[src/design/harness_config.svh]
/* Harness configuration
   Latencies, depths and widths of the external slave models */

`ifndef HARNESS_CONFIG_SVH
`define HARNESS_CONFIG_SVH

// Power switch emulation
`define SWITCH_ACK_LATENCY 15
`define NUM_BANKS 4
`define EXT_DOMAINS 2

// Slow memory depth in 32-bit words and its read latency
`define MEM_NUM_WORDS 1024
`define MEM_LATENCY 3

// Request queue in front of the memory
`define OBI_FIFO_DEPTH 2

`endif

[src/design/switch_ack_delay.sv]
/* Power switch acknowledge emulation
   Returns the switch command after a fixed settling delay */

`timescale 1ns/10ps

`include "harness_config.svh"

module switch_ack_delay #(
  parameter type T = logic
) (
  input  logic clk_i,
  input  logic rst_n_i,
  input  T     switch_n_i,
  output T     switch_ack_n_o
);

  T stage_q [`SWITCH_ACK_LATENCY];

  // Stands in for the analog settling time of the switch cell
  always_ff @(posedge clk_i or negedge rst_n_i) begin
    if (!rst_n_i) begin
      for (int i = 0; i < `SWITCH_ACK_LATENCY; i++) begin
        stage_q[i] <= '1;
      end
    end else begin
      stage_q[0] <= switch_n_i;
      for (int i = 1; i < `SWITCH_ACK_LATENCY; i++) begin
        stage_q[i] <= stage_q[i-1];
      end
    end
  end

  assign switch_ack_n_o = stage_q[`SWITCH_ACK_LATENCY-1];

  // Driven acknowledge once out of reset
  ack_known_a: assert property (
    @(posedge clk_i) disable iff (!rst_n_i)
    !$isunknown(switch_ack_n_o)
  ) else $error("switch acknowledge holds X");

endmodule

[config.mk]
export PLATFORM = sky130hd
export DESIGN_NAME = switch_ack_delay
export DESIGN_NICKNAME = d
export VERILOG_FILES = /design/src/design/switch_ack_delay.sv
export VERILOG_INCLUDE_DIRS = /design/src /design/src/design
export SDC_FILE = /design/constraint.sdc
export NUM_CORES = 1
export LEC_CHECK = 0
export BUFFER_PORTS_ARGS = -buffer_cell sky130_fd_sc_hd__buf_2
export CAP_MARGIN = 20
export CORE_AREA = 2 2 39 41
export DETAILED_ROUTE_END_ITERATION = 10
export DIE_AREA = 0 0 41 43
export SYNTH_ARGS = -nofsm -noshare
export SYNTH_HDL_FRONTEND = slang
export SYNTH_SLANG_ARGS = --single-unit
[constraint.sdc]
create_clock -name clk_i -period 1.43 [get_ports clk_i]
set_clock_uncertainty 0.1 [all_clocks]
set_input_delay 0.286 -clock clk_i [delete_from_list [all_inputs] [get_ports clk_i]]
set_output_delay 0.286 -clock clk_i [all_outputs]
set_load 0.02 [all_outputs]
Yosys cells after proc, flatten, opt, wreduce, memory -nomap -nowiden
Cells that the tools add are included.

storage, ports and cells
  bits of input ports = 3
  word-level logic and storage cells = 15
  register bits = 15
  output and inout bits = 1

Logic depth before layout (Yosys ltp)
Gate-level depths: netlist of the first run.

  depth after elaboration = 0
  gate-level depth with buffers = 0
  mapped depth without buffers = 0

Worst setup path before layout of the first run
No wires, ideal clock.

  path kind = register -> output
  start = register stage_q, in the netlist switch_ack_n_o
  end = output switch_ack_n_o
  buffers on the path = 0
  setup slack = 490 ps
  arrival time = 554 ps
  cell stages (with the launch flop) = 1
  required time = 1044 ps
  cells stage by stage = dfstp_2

RTL lines
  element                            RTL line                text
  from (decl)                        switch_ack_delay.sv:17  T stage_q [`SWITCH_ACK_LATENCY];
  from (signal, indexed assignment)  switch_ack_delay.sv:28  stage_q[i] <= stage_q[i-1];
  to (decl)                          switch_ack_delay.sv:14  output T switch_ack_n_o

No word-level cell between the ends.

Worst setup path after layout of the first run
  start = register stage_q, in the netlist switch_ack_n_o
  end = output switch_ack_n_o

No word-level cell between the ends.

==> results of run 1 <==
-- power groups by stage --
stage	sequential, mW	combinational [mW]	clock (mW)
floorplan	0.475	0	0
finish	0.470	0.0145	0.216
detailed placement	0.476	0.0131	0
global route	0.472	0.0166	0.259
CTS	0.471	0.0130	0.229
global placement	0.475	0.0120	0
-- routing by layer --
layer	GRT usage [%]	vias up
met5	0	-
met4	2.00	0
met3	7.85	0
met2	8.75	7
met1	8.42	72
li1	-	61
-- cells in the final DEF (no fill, tap or decap) --
cell type	n
clkbuf_1	1
dfstp_2	15
buf_2	3
dlygate4sd3_1	1
clkbuf_4	3
-- metrics by stage --
stage / util (%) / cell area [um^2] / power (mW)
2_1_floorplan: - / 394 / 0.475
3_3_place_gp: 31.0 / 429 / 0.487
3_5_place_dp: 31.0 / 429 / 0.489
4_1_cts: 32.9 / 455 / 0.713
5_1_grt: 33.6 / 465 / 0.748
6_report: 33.6 / 465 / 0.701
-- state kept, by name, summed over array words and instances (netlist names) --
signal,count
switch_ack_n_o,1
stage_q,14
-- worst paths after layout --
| check | startpoint | to | cells past startpoint |
|---|---|---|---|
| setup / recovery | switch_ack_n_o$_DFF_PN1_ | switch_ack_n_o | 1 |
| hold / removal | rst_n_i | stage_q[6]$_DFF_PN1_ | 1 |
| setup reg to reg | stage_q[2]$_DFF_PN1_ | stage_q[1]$_DFF_PN1_ | 0 |
| hold reg to reg | stage_q[8]$_DFF_PN1_ | stage_q[7]$_DFF_PN1_ | 0 |
| max in group asynchronous | rst_n_i | stage_q[8]$_DFF_PN1_ | 1 |
| min in group clk_i | stage_q[8]$_DFF_PN1_ | stage_q[7]$_DFF_PN1_ | 0 |
-- synthesized netlist by cell type, drive strengths merged --
master   n  area, um^2
dfstp   15         394
-- layout make-up --
| cell class | instances | area, um^2 |
|---|---|---|
| Fill cell | 128 | 918 |
| Tap cell | 16 | 20.0 |
| Clock buffer | 4 | 26.3 |
| Timing Repair Buffer | 4 | 25.0 |
| Sequential cell | 15 | 394 |
-- kinds of logic (layout without fill, tap and decap cells) --
| group | count (synthesis) | count (layout) | share of synthesized area (%) |
|---|---|---|---|
| buf+inv | 0 | 8 | 0 |
| flops | 15 | 15 | 100 |
==> qor.yml, run 1 <==
final_min_period_over_clock_period_pct: 92.4
cts_resized: 0
routed.top_layer: "met3"
seq_area_frac_synth_pct: 100
postSynthNetCount: 18
maxClockFrequency_mhz: 757
yosys_warnings: 0
drive_gt1_share_pct: 91.3
clock_tree_from_tritoncts: "built"
fin_ws_ps: 109
globalRouteOverflowTotal: 0
grt_antenna_before_repair: 0
irDropWorstVdd_v: 0.000760
total_area_of_multi_input_combinational_cells_um2: 0
p_sw_uw: 125
timing.critical_path.required_ps: 1040
combinational_share_of_power_pct: 2.1
fin_tns_setup_ps: 0
critical_path_buf_inv_count: 1
dieArea_um2: 1760
total_cts_buffers: 3
power.clock.fraction_pct: 30.9
die_height_um: 43
largest_net_degree_at_the_start_of_global_routing: 16
route.detailed.drc: 0
tightestPinTransition_ps: 294
portBuffers: 3
rsz0062_at_grt: "false"
worst_ep_arrival_time_ps: 940
postCtsHoldBufs: 0
cts_root_buffer: "clkbuf_4"
critical_path_class: "reg2out"
post_detailed_placement_half_perimeter_wirelength_um: 277
endpoint_kind: "primary output"
post_drt_via_cell_ratio: 3.59
drt-initial-drc-count: 5
nets_finish: 27
finalHoldViolCount: 0
num_io_pins: 4
wl_um: 421
grt_pass1_wl_um: 731
floorplan.die.width_um: 41
critPathSlowestCell: "dfstp_2"
dp_worst_setup_slack_ps: 393
synthToLayoutAreaGrowth_pct: 18.1
report.final.slew_viol_count: 0
switching_share_pct: 17.9
grt_pass1_vias: 162
core-area_um2: 1380
power.density_nw_per_um2: 1510
mappedNetlistArea_um2: 394
place.detailed.instances: 34
number_of_antenna_repair_diodes: 0
via_count: 140
cts.path.max_buffers: 2
reg2reg_slack_ps: 750
run_status: "finished, final reports clean"
cts.reportedPaths.clkPinSlew_ps: 70
hold_ws_ps: 45.8
fin_cells: 39
multi_input_comb_cells: 0
initial_utilization_pct: 28.5
cell_count_after_synthesis: 15
critical_path_fanout_max: 1
std_cell_rows: 14
postCtsSetupRepairBufs: 0
min_path_type: "in2async"
power.share.sequential_pct: 67.1
numClockSinks: 15
m1WireLength_um: 171
post_synth.cell_area_avg_um2: 26.3
average_wire_per_standard_cell_um: 10.8
crit_path_max_incr_delay_ps: 520
post-route-min-period_ps: 1320
worst_skew_pair.late_latency_ps: 270
cp-start-kind: "flip-flop"
ys_types: 1
grtUsageTotal_pct: 7.22
cp_top_family: "flip-flops"
dr_wl_met2_um: 196
drv_cap: 0
path_cells: "buf_2"
firstDrtPassIters: 2
timing.max_slew.rel_slack_pct: 80.4
final-setup-viol-count: 0
globalplace.congestion: 0.575
cts-htree-levels: 1
ant_nets: 0
ys_seq_elements: 15
dr_wl_met3_um: 52
leakagePower_nw: 0.189
internal_power_uw: 575
No activity file was read; power rests on OpenSTA's default activity.
==> run 2, diff against run 1 <==
--- a/config.mk
+++ b/config.mk
@@ -7,7 +7,6 @@
 export NUM_CORES = 1
 export LEC_CHECK = 0
 export BUFFER_PORTS_ARGS = -buffer_cell sky130_fd_sc_hd__buf_2
-export CAP_MARGIN = 20
 export CORE_AREA = 2 2 39 41
 export DETAILED_ROUTE_END_ITERATION = 10
 export DIE_AREA = 0 0 41 43
==> constraint.sdc (replaced) <==
create_clock -name clk_i -period 1.63 [get_ports clk_i]
set_clock_uncertainty 0.1 [all_clocks]
set_input_delay 0.326 -clock clk_i [delete_from_list [all_inputs] [get_ports clk_i]]
set_output_delay 0.326 -clock clk_i [all_outputs]
set_load 0.02 [all_outputs]
==> run 2 against run 1 <==
  * Power decreased by 13%
  * Register-to-register slack improved by 200 ps
  * Sequential power down 12%
  * Critical path type unchanged
==> qor.yml, run 2 (same netlist as run 1, synthesis figures left out) <==
crit_path_max_incr_delay_ps: 520  # about the same
cts-htree-levels: 1  # unchanged
irDropWorstVdd_v: 0.000662  # -13%
synthToLayoutAreaGrowth_pct: 15.6
internal_power_uw: 503  # -13%
die_height_um: 43  # unchanged
endpoint_kind: "primary output"
wl_um: 422  # +0.24%
place.detailed.instances: 34  # unchanged
worstSetupPathDepth: 1  # unchanged
initial_utilization_pct: 28.5  # unchanged
via_count: 136  # -2.9%
cts_resized: 0  # unchanged
p_sw_uw: 110  # -12%
globalRouteOverflowTotal: 0  # unchanged
total_cts_buffers: 3  # unchanged
fin_cells: 38  # -2.6%
power.share.sequential_pct: 67.2  # about the same
worst_ep_arrival_time_ps: 940  # about the same
fillerInstances: 129  # +0.78%
hold_depth: 1
grtUsageTotal_pct: 7.22  # unchanged
largest_reg_flops: 14  # unchanged
post-route-min-period_ps: 1360
power.clock.fraction_pct: 31.0  # about the same
core-area_um2: 1380  # unchanged
critical_path_fanout_max: 1  # unchanged
most_used_cells_in_the_layout_excluding_fill_and_tap_cells: "15 x dfstp_2, 3 x clkbuf_4, 3 x buf_2"
post_drt_via_cell_ratio: 3.58  # -0.30%
worst_skew_pair.late_latency_ps: 270  # about the same
ant_nets: 0  # unchanged
critical_path_buf_inv_count: 1  # unchanged
finalHoldViolCount: 0  # unchanged
clock_tree_from_tritoncts: "built"
maxClockFrequency_mhz: 735
fin_tns_setup_ps: 0  # unchanged
final_common_cell: "dfstp_2"
grt_antenna_before_repair: 0  # unchanged
cts_root_buffer: "clkbuf_4"
floorplan.die.width_um: 41  # unchanged
run_status: "finished, final reports clean"
combinational_share_of_power_pct: 1.8  # -0.3 points
critPathSlowestCell: "dfstp_2"
dieArea_um2: 1760  # unchanged
globalplace.congestion: 0.576  # about the same
top_register: "stage_q"
rsz0062_at_grt: "false"
power.density_nw_per_um2: 1350  # -11%
largest_net_degree_at_the_start_of_global_routing: 16  # unchanged
leakagePower_nw: 0.185  # -2.2%
std_cell_rows: 14  # unchanged
portBuffers: 3  # unchanged
cp-start-kind: "flip-flop"
post_detailed_placement_half_perimeter_wirelength_um: 277  # unchanged
average_wire_per_standard_cell_um: 11.1  # +2.9%
number_of_antenna_repair_diodes: 0  # unchanged
timing.max_slew.rel_slack_pct: 80.4  # unchanged
final_min_period_over_clock_period_pct: 83.5
cp_top_family: "flip-flops"
drive_gt1_share_pct: 95.5  # +4.2 points
cts.reportedPaths.clkPinSlew_ps: 70  # about the same
route.detailed.drc: 0  # unchanged
grt_pass1_vias: 162  # unchanged
path_cells: "buf_2"
tightestPinTransition_ps: 294  # unchanged
multi_input_comb_cells: 0  # unchanged
critical_path_class: "reg2out"
drv_cap: 0  # unchanged
firstDrtPassIters: 2  # unchanged
report.final.slew_viol_count: 0  # unchanged
numClockSinks: 15  # unchanged
switching_share_pct: 17.9  # +0.024 points
grt_pass1_wl_um: 731  # unchanged
ff2ff_path_depth: 0  # unchanged
num_io_pins: 4  # unchanged
drt-initial-drc-count: 5  # unchanged
total_area_of_multi_input_combinational_cells_um2: 0  # unchanged
nets_finish: 26  # -3.7%
postCtsSetupRepairBufs: 0  # unchanged
min_path_type: "in2reg"
cts.path.max_buffers: 2  # unchanged
timing.critical_path.required_ps: 1200  # +160 ps
fin_ws_ps: 269  # +160 ps
postCtsHoldBufs: 0  # unchanged
dp_worst_setup_slack_ps: 553  # +160 ps
final-setup-viol-count: 0  # unchanged
run 2: cell types whose count changed in the layout (fill, tap and decap cells not counted):
cell           delta
dlygate4sd3_1     -1
run 2: through the flow:
| stage | util (%) | cell area [um^2] | power [mW] | hold slack, ps |
|---|---|---|---|---|
| 2_1_floorplan | - | 394 | 0.417 | 78.2 |
| 3_3_place_gp | 31.0 | 429 | 0.427 | 248 |
| 3_5_place_dp | 31.0 | 429 | 0.429 | 247 |
| 4_1_cts | 32.9 | 455 | 0.626 | 43.6 |
| 5_1_grt | 32.9 | 455 | 0.654 | 24.8 |
| 6_report | 32.9 | 455 | 0.613 | 53.7 |
run 2: layout make-up:
class	count	area (um^2)	area share, %
flip-flops and latches	15	394	86.5
clock buffers	4	26.3	5.77
well taps	16	20.0	4.40
repair buffers	3	15.0	3.30
run 2: power by group through the flow:
stage / logic (mW) / clock network [mW] / registers (mW)
after floorplan: 0 / 0 / 0.417
after global placement: 0.0105 / 0 / 0.417
after detailed placement: 0.0115 / 0 / 0.418
after CTS: 0.0114 / 0.201 / 0.413
after global routing: 0.0127 / 0.227 / 0.414
final: 0.0110 / 0.190 / 0.412
run 2: layer usage:
metal	global-route usage, %	vias to the layer above	part of all wire (%)
met2	8.75	7	47
met1	8.42	70	40
li1	-	59	-
met5	0	-	0
met4	2.00	0	0
met3	7.85	0	13
run 2: final timing paths:
check | endpoint | slack [ps] | from
worst max-delay path | switch_ack_n_o | 270 | switch_ack_n_o$_DFF_PN1_
worst min-delay path | stage_q[14]$_DFF_PN1_ | 50 | switch_n_i
worst max register to register | stage_q[1]$_DFF_PN1_ | 950 | stage_q[2]$_DFF_PN1_
worst min register to register | stage_q[7]$_DFF_PN1_ | 260 | stage_q[8]$_DFF_PN1_
max in group asynchronous | stage_q[8]$_DFF_PN1_ | 1320 | rst_n_i
min in group asynchronous | stage_q[6]$_DFF_PN1_ | 90 | rst_n_i
==> run 3, diff against run 2 <==
==> constraint.sdc (replaced) <==
create_clock -name clk_i -period 1.3 [get_ports clk_i]
set_clock_uncertainty 0.1 [all_clocks]
set_input_delay 0.26 -clock clk_i [delete_from_list [all_inputs] [get_ports clk_i]]
set_output_delay 0.26 -clock clk_i [all_outputs]
set_load 0.02 [all_outputs]
==> run 3 against run 2 <==
  * Via count rose by 2.9%
  * Power rose by 26%
  * Worst hold slack got worse by 34 ps
  * Global-route usage unchanged
  * Cell area is 3.6% higher
  * Setup slack got worse by 230 ps
  * Routed wire length shrank 0.71%
  * Sequential cell count is the same
  * Register-to-register slack worse by 330 ps
  * Critical path depth unchanged
  * Die area unchanged
  * Clock power increased by 25%
  * Critical path type unchanged
  * Largest power group unchanged
==> qor.yml, run 3 (same netlist as run 1, synthesis figures left out) <==
drv_cap: 0  # unchanged
grt_pass1_wl_um: 731  # unchanged
synthToLayoutAreaGrowth_pct: 19.7
timing.critical_path.required_ps: 940  # -260 ps
grt_pass1_vias: 162  # unchanged
worst_ep_arrival_time_ps: 910  # -30 ps
grtUsageTotal_pct: 7.22  # unchanged
leakagePower_nw: 0.191  # +3.4%
cts-htree-levels: 1  # unchanged
initial_utilization_pct: 28.5  # unchanged
endpoint_kind: "primary output"
finalHoldViolCount: 0  # unchanged
fin_tns_setup_ps: 0  # unchanged
multi_input_comb_cells: 0  # unchanged
rsz0062_at_grt: "true"
critical_path_fanout_max: 1  # unchanged
maxClockFrequency_mhz: 790
hold_ws_ps: 19.8  # -33.8 ps
critical_path_class: "reg2out"
tightestPinTransition_ps: 294  # unchanged
most_used_cells_in_the_layout_excluding_fill_and_tap_cells: "15 x dfstp_2, 3 x clkbuf_4, 2 x buf_2"
globalRouteOverflowTotal: 0  # unchanged
grt_antenna_before_repair: 0  # unchanged
firstDrtPassIters: 2  # unchanged
critPathSlowestCell: "dfstp_2"
reg2reg_slack_ps: 620  # -330 ps
timing.max_slew.rel_slack_pct: 80.4  # unchanged
dp_worst_setup_slack_ps: 289  # -264 ps
path_cells: "buf_6"
cts.reportedPaths.clkPinSlew_ps: 70  # about the same
std_cell_rows: 14  # unchanged
die_height_um: 43  # unchanged
placement.cell_area_um2: 429  # unchanged
nets_finish: 27  # +3.8%
drt-initial-drc-count: 5  # unchanged
crit_path_max_incr_delay_ps: 530  # about the same
via_count: 140  # +2.9%
final_min_period_over_clock_period_pct: 97.4
post_drt_via_cell_ratio: 3.59  # +0.30%
run_status: "finished, final reports clean"
cts_root_buffer: "clkbuf_4"
cts.path.max_buffers: 2  # unchanged
ant_nets: 0  # unchanged
floorplan.die.width_um: 41  # unchanged
dieArea_um2: 1760  # unchanged
core-area_um2: 1380  # unchanged
worst_skew_pair.late_latency_ps: 270  # about the same
irDropWorstVdd_v: 0.000836  # +26%
final_common_cell: "dfstp_2"
power.density_nw_per_um2: 1640  # +22%
globalplace.congestion: 0.575  # about the same
final-setup-viol-count: 0  # unchanged
finalInstanceArea_um2: 472  # +3.6%
wl_um: 419  # -0.71%
drive_gt1_share_pct: 91.3  # -4.2 points
cp_top_family: "flip-flops"
largest_reg_flops: 14  # unchanged
route.detailed.drc: 0  # unchanged
total_area_of_multi_input_combinational_cells_um2: 0  # unchanged
post-route-min-period_ps: 1270
portBuffers: 3  # unchanged
average_wire_per_standard_cell_um: 10.7  # -3.3%
number_of_antenna_repair_diodes: 0  # unchanged
min_path_type: "in2async"
top_register: "stage_q"
total_cts_buffers: 3  # unchanged
post_detailed_placement_half_perimeter_wirelength_um: 277  # unchanged
report.final.slew_viol_count: 0  # unchanged
critical_path_buf_inv_count: 1  # unchanged
numClockSinks: 15  # unchanged
largest_net_degree_at_the_start_of_global_routing: 16  # unchanged
num_io_pins: 4  # unchanged
cp-start-kind: "flip-flop"
fin_ws_ps: 34.2  # -235 ps
clock_tree_from_tritoncts: "built"
run 3: repair_timing:
action / CTS / global route
buffers inserted: 0 / 0
endpoints found under the setup margin: 1 / 1
cloned: 0 / 0
gates resized for setup: 1 / 1
hold buffers: 1 / 0
endpoints found under the hold margin: 1 / 0
run 3: final cells by class:
class                   instances  area (um^2)
fillers                       127          912
well taps                      16         20.0
clock buffers                   4         26.3
flip-flops and latches         15          394
repair buffers                  4         31.3
run 3: metrics by stage:
step	instances	util, %	power [mW]
4_1_cts	39	33.8	0.787
2_1_floorplan	15	-	0.523
3_5_place_dp	34	31.0	0.538
6_report	39	34.1	0.773
3_3_place_gp	34	31.0	0.535
5_1_grt	39	34.1	0.825
run 3: power by group:
| group | switching [mW] | internal, mW |
|---|---|---|
| sequential | 0.00833 | 0.509 |
| clock | 0.119 | 0.119 |
| combinational | 0.0108 | 0.00703 |
run 3: worst paths after layout:
path | from | cells past startpoint | to
worst max-delay path | switch_ack_n_o$_DFF_PN1_ | 1 | switch_ack_n_o
worst min-delay path | rst_n_i | 1 | stage_q[6]$_DFF_PN1_
worst max register to register | stage_q[2]$_DFF_PN1_ | 0 | stage_q[1]$_DFF_PN1_
worst min register to register | stage_q[8]$_DFF_PN1_ | 0 | stage_q[7]$_DFF_PN1_
max in group asynchronous | rst_n_i | 1 | stage_q[8]$_DFF_PN1_
min in group clk_i | stage_q[8]$_DFF_PN1_ | 0 | stage_q[7]$_DFF_PN1_
run 3: metal layers:
layer	vias to the layer above	share of wire (%)	GRT usage, %
li1	61	-	-
met1	72	41	8.42
met2	7	47	8.75
met3	0	12	7.85
met4	0	0	2.00
met5	-	0	0
