### config.mk
export PLATFORM = sky130hd
export DESIGN_NAME = obi_fifo
export DESIGN_NICKNAME = d
export VERILOG_FILES = /design/src/design/harness_pkg.sv /design/src/design/obi_fifo.sv
export VERILOG_INCLUDE_DIRS = /design/src /design/src/design
export SDC_FILE = /design/constraint.sdc
export NUM_CORES = 1
export LEC_CHECK = 0
export ABC_AREA = 1
export BUFFER_PORTS_ARGS = -buffer_cell sky130_fd_sc_hd__buf_2
export CORE_MARGIN = 3
export CORE_UTILIZATION = 43
export CTS_CLUSTER_DIAMETER = 50
export DETAILED_ROUTE_END_ITERATION = 7
export GPL_TIMING_DRIVEN = 0
export PLACE_DENSITY = 0.81
export REMOVE_ABC_BUFFERS = 1
export SLEW_MARGIN = 5
export SYNTH_ARGS = -nofsm -noshare
export SYNTH_HDL_FRONTEND = slang
export SYNTH_SLANG_ARGS = --single-unit
### constraint.sdc
create_clock -name clk_i -period 4.1 [get_ports clk_i]
set_clock_uncertainty 0.2 [all_clocks]
set_input_delay 0 -clock clk_i [delete_from_list [all_inputs] [get_ports clk_i]]
set_output_delay 0 -clock clk_i [all_outputs]
set_load 0.02 [all_outputs]
### src/design/harness_config.svh
/* Harness configuration
   Latencies, depths and widths of the external slave models */

`ifndef HARNESS_CONFIG_SVH
`define HARNESS_CONFIG_SVH

// Power switch emulation
`define SWITCH_ACK_LATENCY 15
`define NUM_BANKS 4
`define EXT_DOMAINS 2

// Slow memory depth in 32-bit words and its read latency
`define MEM_NUM_WORDS 1024
`define MEM_LATENCY 3

// Request queue in front of the memory
`define OBI_FIFO_DEPTH 2

`endif

### src/design/harness_pkg.sv
/* Harness package
   OBI request and response structs, power domain mask types */

`include "harness_config.svh"

package harness_pkg;

  // One OBI request, driven by the requester
  typedef struct packed {
    logic        req;
    logic        we;
    logic [3:0]  be;
    logic [31:0] addr;
    logic [31:0] wdata;
  } obi_req_t;

  // One OBI response, driven by the slave
  typedef struct packed {
    logic        gnt;
    logic        rvalid;
    logic [31:0] rdata;
  } obi_resp_t;

  // One active-low switch bit per bank or domain
  typedef logic [`NUM_BANKS-1:0] bank_mask_t;
  typedef logic [`EXT_DOMAINS-1:0] ext_domain_t;

  // Word index into the slow memory
  typedef logic [$clog2(`MEM_NUM_WORDS)-1:0] word_addr_t;

endpackage

### src/design/obi_fifo.sv
/* OBI decoupling FIFO
   Queues producer requests and registers consumer responses */

`timescale 1ns/10ps

`include "harness_config.svh"

module obi_fifo
  import harness_pkg::*;
(
  input  logic      clk_i,
  input  logic      rst_n_i,
  input  obi_req_t  producer_req_i,
  output obi_resp_t producer_resp_o,
  output obi_req_t  consumer_req_o,
  input  obi_resp_t consumer_resp_i
);

  localparam int unsigned ptr_w = (`OBI_FIFO_DEPTH > 1) ? $clog2(`OBI_FIFO_DEPTH) : 1;
  localparam int unsigned cnt_w = $clog2(`OBI_FIFO_DEPTH + 1);

  obi_req_t         queue_q [`OBI_FIFO_DEPTH];
  logic [ptr_w-1:0] wr_ptr_q;
  logic [ptr_w-1:0] rd_ptr_q;
  logic [cnt_w-1:0] count_q;
  logic             full;
  logic             empty;
  logic             push;
  logic             pop;
  logic             rvalid_q;
  logic [31:0]      rdata_q;
  logic [7:0]       outstanding_q;

  function automatic logic [ptr_w-1:0] ptr_next(input logic [ptr_w-1:0] ptr);
    return (ptr == ptr_w'(`OBI_FIFO_DEPTH - 1)) ? '0 : ptr + 1'b1;
  endfunction

  assign full  = (count_q == cnt_w'(`OBI_FIFO_DEPTH));
  assign empty = (count_q == '0);
  assign push  = producer_req_i.req & ~full;
  assign pop   = ~empty & consumer_resp_i.gnt;

  always_ff @(posedge clk_i or negedge rst_n_i) begin
    if (!rst_n_i) begin
      wr_ptr_q <= '0;
      rd_ptr_q <= '0;
      count_q  <= '0;
    end else begin
      if (push) wr_ptr_q <= ptr_next(wr_ptr_q);
      if (pop) rd_ptr_q <= ptr_next(rd_ptr_q);
      case ({push, pop})
        2'b10:   count_q <= count_q + 1'b1;
        2'b01:   count_q <= count_q - 1'b1;
        default: count_q <= count_q;
      endcase
    end
  end

  always_ff @(posedge clk_i) begin
    if (push) queue_q[wr_ptr_q] <= producer_req_i;
  end

  // Head of the queue goes downstream
  always_comb begin
    consumer_req_o     = queue_q[rd_ptr_q];
    consumer_req_o.req = ~empty;
  end

  // Response stage
  always_ff @(posedge clk_i or negedge rst_n_i) begin
    if (!rst_n_i) begin
      rvalid_q <= 1'b0;
    end else begin
      rvalid_q <= consumer_resp_i.rvalid;
    end
  end

  always_ff @(posedge clk_i) begin
    if (consumer_resp_i.rvalid) rdata_q <= consumer_resp_i.rdata;
  end

  assign producer_resp_o.gnt    = ~full;
  assign producer_resp_o.rvalid = rvalid_q;
  assign producer_resp_o.rdata  = rdata_q;

  // Accepted but not yet answered
  always_ff @(posedge clk_i or negedge rst_n_i) begin
    if (!rst_n_i) begin
      outstanding_q <= '0;
    end else begin
      case ({push, rvalid_q})
        2'b10:   outstanding_q <= outstanding_q + 1'b1;
        2'b01:   outstanding_q <= outstanding_q - 1'b1;
        default: outstanding_q <= outstanding_q;
      endcase
    end
  end

  // A full queue has its write pointer back on the head entry
  full_ptr_a: assert property (
    @(posedge clk_i) disable iff (!rst_n_i)
    full |-> wr_ptr_q == rd_ptr_q
  ) else $error("full queue with write pointer off the head entry");

  resp_outstanding_a: assert property (
    @(posedge clk_i) disable iff (!rst_n_i)
    consumer_resp_i.rvalid |-> outstanding_q != '0
  ) else $error("response without an outstanding request");

endmodule

Yosys cells after proc, flatten, opt, wreduce, memory -nomap -nowiden
Memory sizes are Yosys's and may differ from the RTL's. Index checks and enable logic that the tools add are counted.

Multiplexer cells: 5. Add/sub/neg operators: 4. Reduce and logical (&&, ||, !) cells: 2. Bitwise operators: 4. Equality and inequality tests: 3.

Operators with widths (number): == test 2 bit, second input constant (2); 2-to-1 mux 1 bit (4); case mux 2 bit (2 select lines) (1); adder 1 bit, second input constant (2); adder 2 x 1 -> 2 bit, second input constant (1); bitwise AND 1 bit (2); == test 2 x 1 -> 1 bit, second input constant (1); logical NOT 2 bit (1); NOT 1 bit (2); nonzero test 2 bit (1); subtractor 2 x 1 -> 2 bit, second input constant (1).

Logic and storage cells: 24. Memories: 1. Register bits: 37. Bits in writable memories: 140. Input port bits: 106.

Memories: queue_q (depth 2, width 70, rd ports 1, clocked after memory_dff 0, write ports 1, line obi_fifo.sv:22) `` obi_req_t queue_q [`OBI_FIFO_DEPTH]; ``.

Longest topological paths before layout
Gate-level depths: netlist of the first run.

Depth after elaboration: 5. Depth in mapped cells: 10.

Least setup slack after synthesis of the first run
Ideal clock, no wire load.

Path kind: reg-to-reg. From: register count_q[0]. To: memory queue_q[0][0] in the netlist's numbering (enable). Buffers on the path: 0. Clock period less this slack: 4.263 ns. Setup time: 0.496 ns. Arrival: 3.567 ns. Stages on the path, launching flop included: 5. Setup slack: -0.163 ns. Path through: dfrtp_1 > inv_1 > nand2_2 > nand2_2 > nor2_1.

RTL lines: start: declaration (line obi_fifo.sv:25) `logic [cnt_w-1:0] count_q;`; start signal: assignment (line obi_fifo.sv:52) `2'b10: count_q <= count_q + 1'b1;`; start signal: assignment (line obi_fifo.sv:53) `2'b01: count_q <= count_q - 1'b1;`; start signal: assignment (line obi_fifo.sv:54) `default: count_q <= count_q;`; end: declaration (line obi_fifo.sv:22).

==> flow_metrics.py, run 1 <==
metrics = {
    "sta": {
        "slew_headroom": 0.504,
        "fmaxAchievable_mhz": 379,
        "tightest_slew_ps": 744,
        "slew_violations": 0,
        "post-route-period-util": 0.643,
        "setup_viol": 0,
        "setup_tns_ps": 0,
        "worst_slack_ps": 1460,
        "fin_crit_ps": 2640,
        "rsz0062_at_grt": "false",
        "hold_viol_final": 0,
    },
    "clock_network": {
        "cts_buffer_depth": 2,
        "clk_pin_slew_worst_paths_ps": 80,
        "clk_latency_ps": 420,
        "cts_buffers": 17,
        "cts.sink_count": 175,
        "cts_resized": 0,
        "clockRootBuffer": "clkbuf_16",
        "cts_tree": "done",
        "cts.htree.levels": 4,
    },
    "cells_and_area": {
        "utilization": 0.654,
        "stdcell_area_um2": 9180,
        "final_common_cell": "nand2_1",
        "fin_nets": 854,
        "drive_above_1_share": 0.330,
        "most-common-layout-cells": "nand2_1, buf_2, edfxtp_1",
        "n_antenna_cell": 0,
        "instances_no_fill": 940,
        "area_growth_pct": 47.0,
    },
    "die": {
        "die_x_um": 127,
        "initial_utilization": 0.445,
        "core_region_area_um2": 14000,
        "die-area_um2": 16000,
        "rows": 43,
        "die_h_um": 127,
        "io_pins": 210,
    },
    "worst_setup_path": {
        "worst_setup_path_start_kind": "register",
        "crit_type": "reg2out",
        "worst_ep_required_time_ps": 3900,
        "crit_path_end_kind": "output port",
        "critical-path-top-delay-family": "buffers and inverters",
        "crit_chain": "buf_12 -> inv_4 -> nand2_1 -> nand2_1 -> buf_2",
        "cpPeakStageDelay_ps": 660,
        "crit_slowest_cell": "dfrtp_2",
        "arrival_ps": 2440,
        "cp_max_fo": 70,
        "crit_top_cell": "nand2_1",
        "critPathBufInv": 3,
    },
    "placement": {
        "io_buffers": 209,
        "hpwl_mm": 9.05,
        "dp_cells": 802,
        "placed_cell_area_um2": 7520,
        "place_congestion": 0.803,
        "place_ws_ps": 1950,
    },
    "detailed_routing": {
        "dr.pass1.iters": 5,
        "via_per_inst": 4.73,
        "routedWlPerCell_um": 16.9,
        "postRouteAntennaNets": 0,
        "vias": 4448,
        "drtIter0Drc": 305,
        "drc_errors": 0,
        "drt-total-wl_mm": 15.9,
    },
    "global_route": {
        "grt_usage": 0.206,
        "grt_pass1_wl_mm": 25.6,
        "grt_max_degree": 71,
        "gr-total-overflow": 0,
        "antenna_found_initial": 0,
        "grt_pass1_vias": 4853,
    },
    "logic_synthesis": {
        "syn_inst": 424,
        "netlist_area_um2": 6250,
        "synth_top_cell_by_area": "edfxtp_1",
        "ys_types": 16,
        "synth_area_per_cell_um2": 14.7,
        "yosysTopAreaCellShare": 0.817,
        "ys_warn_count": 0,
        "synth-seq-area-share": 0.837,
        "synth_area_leaders": "edfxtp_1, nand2_1, dfrtp_1",
        "synth_seq_cells": 175,
    },
    "power_and_ir_drop": {
        "ir_drop_mv": 0.430,
        "power_density_nw_per_um2": 668,
        "p_leak_nw": 3.96,
    },
    "min_path": {
        "hold_path_class": "in2reg",
    },
    "job": {
        "drv_cap": 0,
    },
    "outcome": {
        "status": "complete, no violations",
    },
}
-- cell type report --
cell class	instances	area, um2
Clock buffer	17	425
Clock inverter	15	178
Fill cell	988	4860
Inverter	7	28.8
Multi-Input combinational cell	226	888
Sequential cell	175	5230
Tap cell	180	225
Timing Repair Buffer	320	2210
-- path summary, 6_finish.rpt --
kind	endpoint	slack (ps)	cells past startpoint	from
max in group asynchronous	rd_ptr_q	3140	3	rst_n_i
max	consumer_req_o[53]	1460	5	rd_ptr_q
min reg2reg	count_q[0]	330	1	count_q[0]
max reg2reg	rd_ptr_q	2000	4	rd_ptr_q
min in group asynchronous	rvalid_q	340	3	rst_n_i
min	rdata_q[25]	80	2	consumer_resp_i[25]
-- synthesized netlist by cell type --
cell	instances
nand2_1	215
inv_1	6
nor2_4	1
nand2_2	2
xnor2_1	1
ha_1	1
buf_6	1
nand3_1	2
dfrtp_1	5
buf_2	7
buf_4	8
inv_4	1
edfxtp_1	170
a21oi_1	1
nor2_1	2
nand4_1	1
-- per-stage QoR --
step	hold WS (ps)	power, mW
3_3_place_gp	-384	4.35
2_1_floorplan	-496	3.67
4_1_cts	57.9	6.15
3_5_place_dp	-375	4.44
5_1_grt	61.2	6.46
6_report	78.5	6.13
-- where the power goes --
group | leakage, nW | internal [mW] | switching, mW
logic | 2.01 | 0.617 | 1.34
clock network | 0.285 | 0.918 | 0.714
registers | 1.66 | 2.38 | 0.161
total | 3.96 | 3.91 | 2.22
-- metal layers --
layer / share of wire / vias up / track usage
met2: 0.51 / 219 / 0.350
li1: - / 2095 / -
met3: 0.077 / 20 / 0.0665
met4: 0.016 / 0 / 0.0675
met1: 0.40 / 2114 / 0.252
met5: 0 / - / 0
-- repair_timing --
action / CTS / global route
hold buffers: 106 / 0
hold endpoints to repair: 223 / 0
buffers inserted: 0 / 0
-- kinds of logic after synthesis --
| family | after synthesis | synth area share |
|---|---|---|
| flip-flops | 175 | 0.837 |
| AO/OA/AOI/OAI | 1 | 0.000801 |
| XOR/XNOR | 1 | 0.00140 |
| AND/OR/NAND/NOR | 223 | 0.137 |
| adder cells (fa/ha/maj) | 1 | 0.00200 |
| buffers and inverters | 23 | 0.0216 |
-- sequential cells by signal, indices dropped and copies added, names as in the netlist --
register	count
rvalid_q	1
count_q	2
queue_q	138
wr_ptr_q	1
rd_ptr_q	1
rdata_q	32
(Power assumes the default switching activity.)
==> run 2: changes to the inputs <==
==> constraint.sdc (replaced) <==
create_clock -name clk_i -period 2.41 [get_ports clk_i]
set_clock_uncertainty 0.2 [all_clocks]
set_input_delay 0 -clock clk_i [delete_from_list [all_inputs] [get_ports clk_i]]
set_output_delay 0 -clock clk_i [all_outputs]
set_load 0.02 [all_outputs]
==> run 2 against run 1 <==
Compared with the run above: core utilization grew 0.20 points; routed wire length grew 1.3%; final area grew 0.30%; clock-buffer cell count is the same; sequential cell count is the same; critical path type unchanged; cell count grew 0.11%; register-to-register slack lost 1400 ps; setup slack lost 1300 ps; critical path depth is the same; global-route usage is the same.
==> flow_metrics.py, run 2 (same netlist as run 1, synthesis figures left out) <==
metrics = {
    "outcome": {
        "status": "complete, no violations",
    },
    "die": {
        "die_h_um": 127,
        "rows": 43,
        "core_region_area_um2": 14000,
        "die-area_um2": 16000,
        "io_pins": 210,
        "die_x_um": 127,
        "initial_utilization": 0.445,
    },
    "placement": {
        "place_congestion": 0.803,
        "dp_cells": 802,
        "io_buffers": 209,
        "hpwl_mm": 9.05,
    },
    "worst_setup_path": {
        "worst_ep_required_time_ps": 2210,
        "crit_chain": "buf_12 -> clkinv_8 -> nand2_1 -> nand2_1 -> buf_2",
        "crit_path_end_kind": "output port",
        "crit_start": "rd_ptr_q",
        "arrival_ps": 2040,
        "critPathBufInv": 3,
        "critical-path-top-delay-family": "buffers and inverters",
        "crit_type": "reg2out",
        "timing.rr.start": "count_q[0]",
        "crit_top_cell": "nand2_1",
        "cpPeakStageDelay_ps": 610,
        "cp_max_fo": 70,
        "worst_setup_path_start_kind": "register",
        "crit_slowest_cell": "dfrtp_4",
    },
    "global_route": {
        "grt_max_degree": 71,
        "grt_pass1_wl_mm": 25.6,
        "grt_pass1_vias": 4853,
        "grt_usage": 0.206,
        "gr-total-overflow": 0,
        "antenna_found_initial": 0,
    },
    "cells_and_area": {
        "instances_no_fill": 941,
        "area_growth_pct": 47.5,
        "n_antenna_cell": 0,
        "regMostFlops": "queue_q",
        "fin_nets": 855,
        "fillers": 984,
        "top_regs": "queue_q: 138 flops, rdata_q: 32 flops, count_q: 2 flops",
        "most-common-layout-cells": "nand2_1, buf_2, edfxtp_1",
        "largest_reg_flops": 138,
        "drive_above_1_share": 0.331,
        "final_common_cell": "nand2_1",
    },
    "sta": {
        "setup_tns_ps": 0,
        "post-route-period-util": 0.931,
        "slew_headroom": 0.503,
        "setup_viol": 0,
        "fmaxAchievable_mhz": 446,
        "tightest_slew_ps": 746,
        "hold_viol_final": 0,
        "slew_violations": 0,
        "rsz0062_at_grt": "false",
        "whs_ps": 77.5,
        "fin_crit_ps": 2240,
    },
    "clock_network": {
        "cts.sink_count": 175,
        "clockRootBuffer": "clkbuf_16",
        "clk_latency_ps": 420,
        "cts.htree.levels": 4,
        "cts_buffers": 17,
        "clk_pin_slew_worst_paths_ps": 80,
        "cts_buffer_depth": 2,
        "cts_tree": "done",
    },
    "job": {
        "drv_cap": 0,
    },
    "min_path": {
        "min-delay-start": "consumer_resp_i[25]",
        "hold_path_class": "in2reg",
    },
    "detailed_routing": {
        "postRouteAntennaNets": 0,
        "drtIter0Drc": 302,
        "via_per_inst": 4.79,
        "drt-total-wl_mm": 16.1,
        "vias": 4503,
        "drc_errors": 0,
        "dr.pass1.iters": 7,
        "routedWlPerCell_um": 17.1,
    },
    "power_and_ir_drop": {
        "ir_drop_mv": 0.734,
        "power_density_nw_per_um2": 1140,
        "p_leak_nw": 3.97,
    },
}
==> run 2: cell types whose count changed in the layout (fill, tap and decap cells not counted), sizes merged <==
cell,delta
buf,+1
clkinv,+1
inv,-1
==> run 2: worst paths after layout <==
check                                     end  slack [ps]  cells after the start
max                        consumer_req_o[53]         170                      5
min                               rdata_q[25]          80                      2
max reg2reg                    queue_q[0][24]         610                      5
min reg2reg                        count_q[0]         330                      1
max in group asynchronous            rd_ptr_q        1440                      3
min in group asynchronous            rd_ptr_q         340                      3
==> run 2: layer usage <==
metal,up-vias,share of wire,wire (um),GRT usage
li1,2098,-,-,-
met1,2163,0.41,6510,0.252
met2,220,0.50,8110,0.350
met3,22,0.074,1190,0.0665
met4,0,0.016,257,0.0675
met5,-,0,0,0
==> run 2: per-stage QoR <==
step	utilization	cell area (um2)	worst slack (ps)	total power, mW
after floorplan	-	6140	-1850	6.25
after global placement	0.528	7410	-3200	7.40
after detailed placement	0.536	7520	260	7.56
after CTS	0.654	9190	3.94	10.5
after global routing	0.656	9210	40.7	11.0
final	0.656	9210	167	10.5
==> run 2: cell type report <==
type | instances | area [um2] | area share
multi-input combinational | 226 | 888 | 0.0964
sequential | 175 | 5230 | 0.568
timing repair buffer | 321 | 2220 | 0.241
clock inverter | 15 | 178 | 0.0193
inverter | 7 | 38.8 | 0.00421
clock buffer | 17 | 425 | 0.0462
tap | 180 | 225 | 0.0244
==> run 2: where the power goes <==
group	total (mW)	internal (mW)	leakage [nW]	switching [mW]
registers	4.29	4.05	1.66	0.244
clock network	2.78	1.56	0.285	1.22
logic	3.42	1.07	2.02	2.35
total	10.5	6.68	3.97	3.81
==> run 2: what timing repair did <==
action | 4_1_cts | 5_1_grt
endpoints found under the setup margin | 69 | 69
gates resized for setup | 2 | 2
endpoints found under the hold margin | 223 | 0
setup buffers | 0 | 1
hold buffers | 106 | 0
==> run 3: changes to the inputs <==
--- a/config.mk
+++ b/config.mk
@@ -8,12 +8,13 @@
 export LEC_CHECK = 0
 export ABC_AREA = 1
 export BUFFER_PORTS_ARGS = -buffer_cell sky130_fd_sc_hd__buf_2
-export CORE_MARGIN = 3
-export CORE_UTILIZATION = 43
+export CELL_PAD_IN_SITES_DETAIL_PLACEMENT = 1
+export CELL_PAD_IN_SITES_GLOBAL_PLACEMENT = 1
+export CORE_UTILIZATION = 36
 export CTS_CLUSTER_DIAMETER = 50
 export DETAILED_ROUTE_END_ITERATION = 7
 export GPL_TIMING_DRIVEN = 0
-export PLACE_DENSITY = 0.81
+export PLACE_DENSITY = 0.84
 export REMOVE_ABC_BUFFERS = 1
 export SLEW_MARGIN = 5
 export SYNTH_ARGS = -nofsm -noshare
==> run 3 against run 2 <==
Compared with the run above: clock power is 7.9% higher; sequential share of layout area is 0.50 points lower; combinational power rose by 4%; clock-buffer cell count rose by 3; register-to-register slack lost 200 ps; global-route usage rose by 0.96 points; critical path depth unchanged; hold slack improved by 9.8 ps; first-iteration DRC count is 28% lower; maximum frequency decreased by 0.91%; sequential power hardly changed; largest power group unchanged.
==> flow_metrics.py, run 3 (same netlist as run 1, synthesis figures left out) <==
metrics = {
    "cells_and_area": {
        "n_antenna_cell": 0,
        "drive_above_1_share": 0.331,
        "largest_reg_flops": 138,
        "instances_no_fill": 981,
        "final_common_cell": "nand2_1",
        "most-common-layout-cells": "nand2_1, buf_2, edfxtp_1",
        "seq_area_um2": 5230,
        "fillers": 1692,
        "regMostFlops": "queue_q",
        "top_regs": "queue_q: 138 flops, rdata_q: 32 flops, count_q: 2 flops",
        "area_growth_pct": 48.8,
        "utilization": 0.555,
        "fin_nets": 855,
        "multi_input_area_um2": 888,
    },
    "clock_network": {
        "cts.sink_count": 175,
        "clk_latency_ps": 420,
        "clk_pin_slew_worst_paths_ps": 70,
        "cts_tree": "done",
        "clockRootBuffer": "clkbuf_16",
        "cts.htree.levels": 4,
        "cts_buffers": 17,
        "cts_buffer_depth": 2,
    },
    "power_and_ir_drop": {
        "clock_power_share": 0.276,
        "ir_drop_mv": 0.506,
        "p_int_mw": 6.92,
        "switchingPower_mw": 3.95,
        "seqPwrFrac": 0.397,
        "p_sw_frac": 0.363,
        "p_leak_nw": 3.98,
        "combinationalPowerShare": 0.327,
        "power_density_nw_per_um2": 1170,
    },
    "worst_setup_path": {
        "critPathBufInv": 3,
        "crit_chain": "buf_12 -> clkinv_8 -> nand2_1 -> nand2_1 -> buf_2",
        "worst_setup_path_start_kind": "register",
        "crit_slowest_cell": "dfrtp_4",
        "reg2reg_slack_ps": 410,
        "r2r_end": "queue_q[0][30]",
        "crit_type": "reg2out",
        "worst_ep_required_time_ps": 2210,
        "arrival_ps": 2060,
        "crit_top_cell": "nand2_1",
        "cpPeakStageDelay_ps": 580,
        "reg2reg_depth": 5,
        "critical-path-top-delay-family": "buffers and inverters",
        "crit_path_end_kind": "output port",
        "cp_max_fo": 70,
        "timing.rr.start": "count_q[0]",
    },
    "global_route": {
        "grt_pass1_wl_mm": 28.6,
        "grt_max_degree": 71,
        "antenna_found_initial": 0,
        "grt_usage": 0.216,
        "gr-total-overflow": 0,
        "grt_pass1_vias": 5221,
    },
    "min_path": {
        "min-delay-start": "consumer_resp_i[8]",
        "holdPathEnd": "rdata_q[8]",
        "hold_path_class": "in2reg",
        "hold_depth": 2,
    },
    "sta": {
        "hold_viol_final": 0,
        "post-route-period-util": 0.939,
        "rsz0062_at_grt": "false",
        "slew_headroom": 0.493,
        "fmaxAchievable_mhz": 442,
        "fin_crit_ps": 2260,
        "setup_tns_ps": 0,
        "setup_viol": 0,
        "worst_slack_ps": 146,
        "slew_violations": 0,
        "tightest_slew_ps": 761,
    },
    "placement": {
        "dp_cells": 842,
        "place_ws_ps": 239,
        "hpwl_mm": 9.98,
        "io_buffers": 209,
        "place_congestion": 0.774,
    },
    "die": {
        "initial_utilization": 0.373,
        "io_pins": 210,
        "core_region_area_um2": 16800,
        "die-area_um2": 17900,
        "rows": 47,
        "die_x_um": 134,
        "die_h_um": 134,
    },
    "job": {
        "drv_cap": 0,
    },
    "outcome": {
        "status": "complete, no violations",
    },
    "detailed_routing": {
        "via_per_inst": 4.75,
        "drtIter0Drc": 217,
        "routedWlPerCell_um": 19.5,
        "vias": 4662,
        "drc_errors": 0,
        "drt-total-wl_mm": 19.2,
        "dr.pass1.iters": 4,
        "postRouteAntennaNets": 0,
    },
}
## run 3: worst reg2reg max path, delay by kind of cell (launching register included)
family / cells / cell delay (ps)
buffers and inverters: 2 / 380
AND/OR/NAND/NOR: 3 / 670
flip-flops: 1 / 420
## run 3: area by class of cell
type	instances	share of cell area
Sequential cell	175	0.563
Timing Repair Buffer	321	0.239
Multi-Input combinational cell	226	0.0956
Clock buffer	20	0.0491
Tap cell	220	0.0296
Clock inverter	12	0.0197
Inverter	7	0.00417
## run 3: how the worst max path moves through the flow
| stage | from | to | slack [ps] | cells past startpoint |
|---|---|---|---|---|
| 3_3_place_gp | count_q[0] | queue_q[0][6] | -3350 | 4 |
| 6_report | rd_ptr_q | consumer_req_o[60] | 150 | 5 |
| 4_1_cts | rd_ptr_q | consumer_req_o[39] | 30 | 5 |
| 2_1_floorplan | count_q[0] | queue_q[0][0] | -1850 | 4 |
| 3_5_place_dp | rd_ptr_q | consumer_req_o[8] | 240 | 5 |
| 5_1_grt | rd_ptr_q | consumer_req_o[53] | 50 | 5 |
## run 3: metal layers
| metal | vias to the layer above | track usage | wire [um] |
|---|---|---|---|
| li1 | 2099 | - | - |
| met1 | 2318 | 0.233 | 7330 |
| met2 | 221 | 0.408 | 10400 |
| met3 | 24 | 0.0590 | 1240 |
| met4 | 0 | 0.0625 | 235 |
| met5 | - | 0 | 0 |
## run 3: through the flow
| stage | hold slack [ps] | area [um2] | power (mW) |
|---|---|---|---|
| detailed placement | -369 | 7570 | 7.63 |
| CTS | 59.6 | 9280 | 10.8 |
| floorplan | -496 | 6140 | 6.25 |
| global route | 77.3 | 9290 | 11.4 |
| global placement | -381 | 7460 | 7.43 |
| finish | 87.3 | 9290 | 10.9 |
## run 3: power by group through the flow
| stage | clock network, mW | registers (mW) | logic [mW] |
|---|---|---|---|
| floorplan | 0 | 4.43 | 1.82 |
| global placement | 0 | 4.49 | 2.94 |
| detailed placement | 0 | 4.36 | 3.27 |
| CTS | 3.03 | 4.30 | 3.44 |
| global route | 3.17 | 4.36 | 3.84 |
| finish | 3.00 | 4.32 | 3.55 |
## run 3: repair_timing
item | 4_1_cts | 5_1_grt
endpoints found under the hold margin | 231 | 0
hold buffers | 106 | 0
gates resized for setup | 2 | 2
setup endpoints to repair | 69 | 27
buffers inserted | 0 | 1
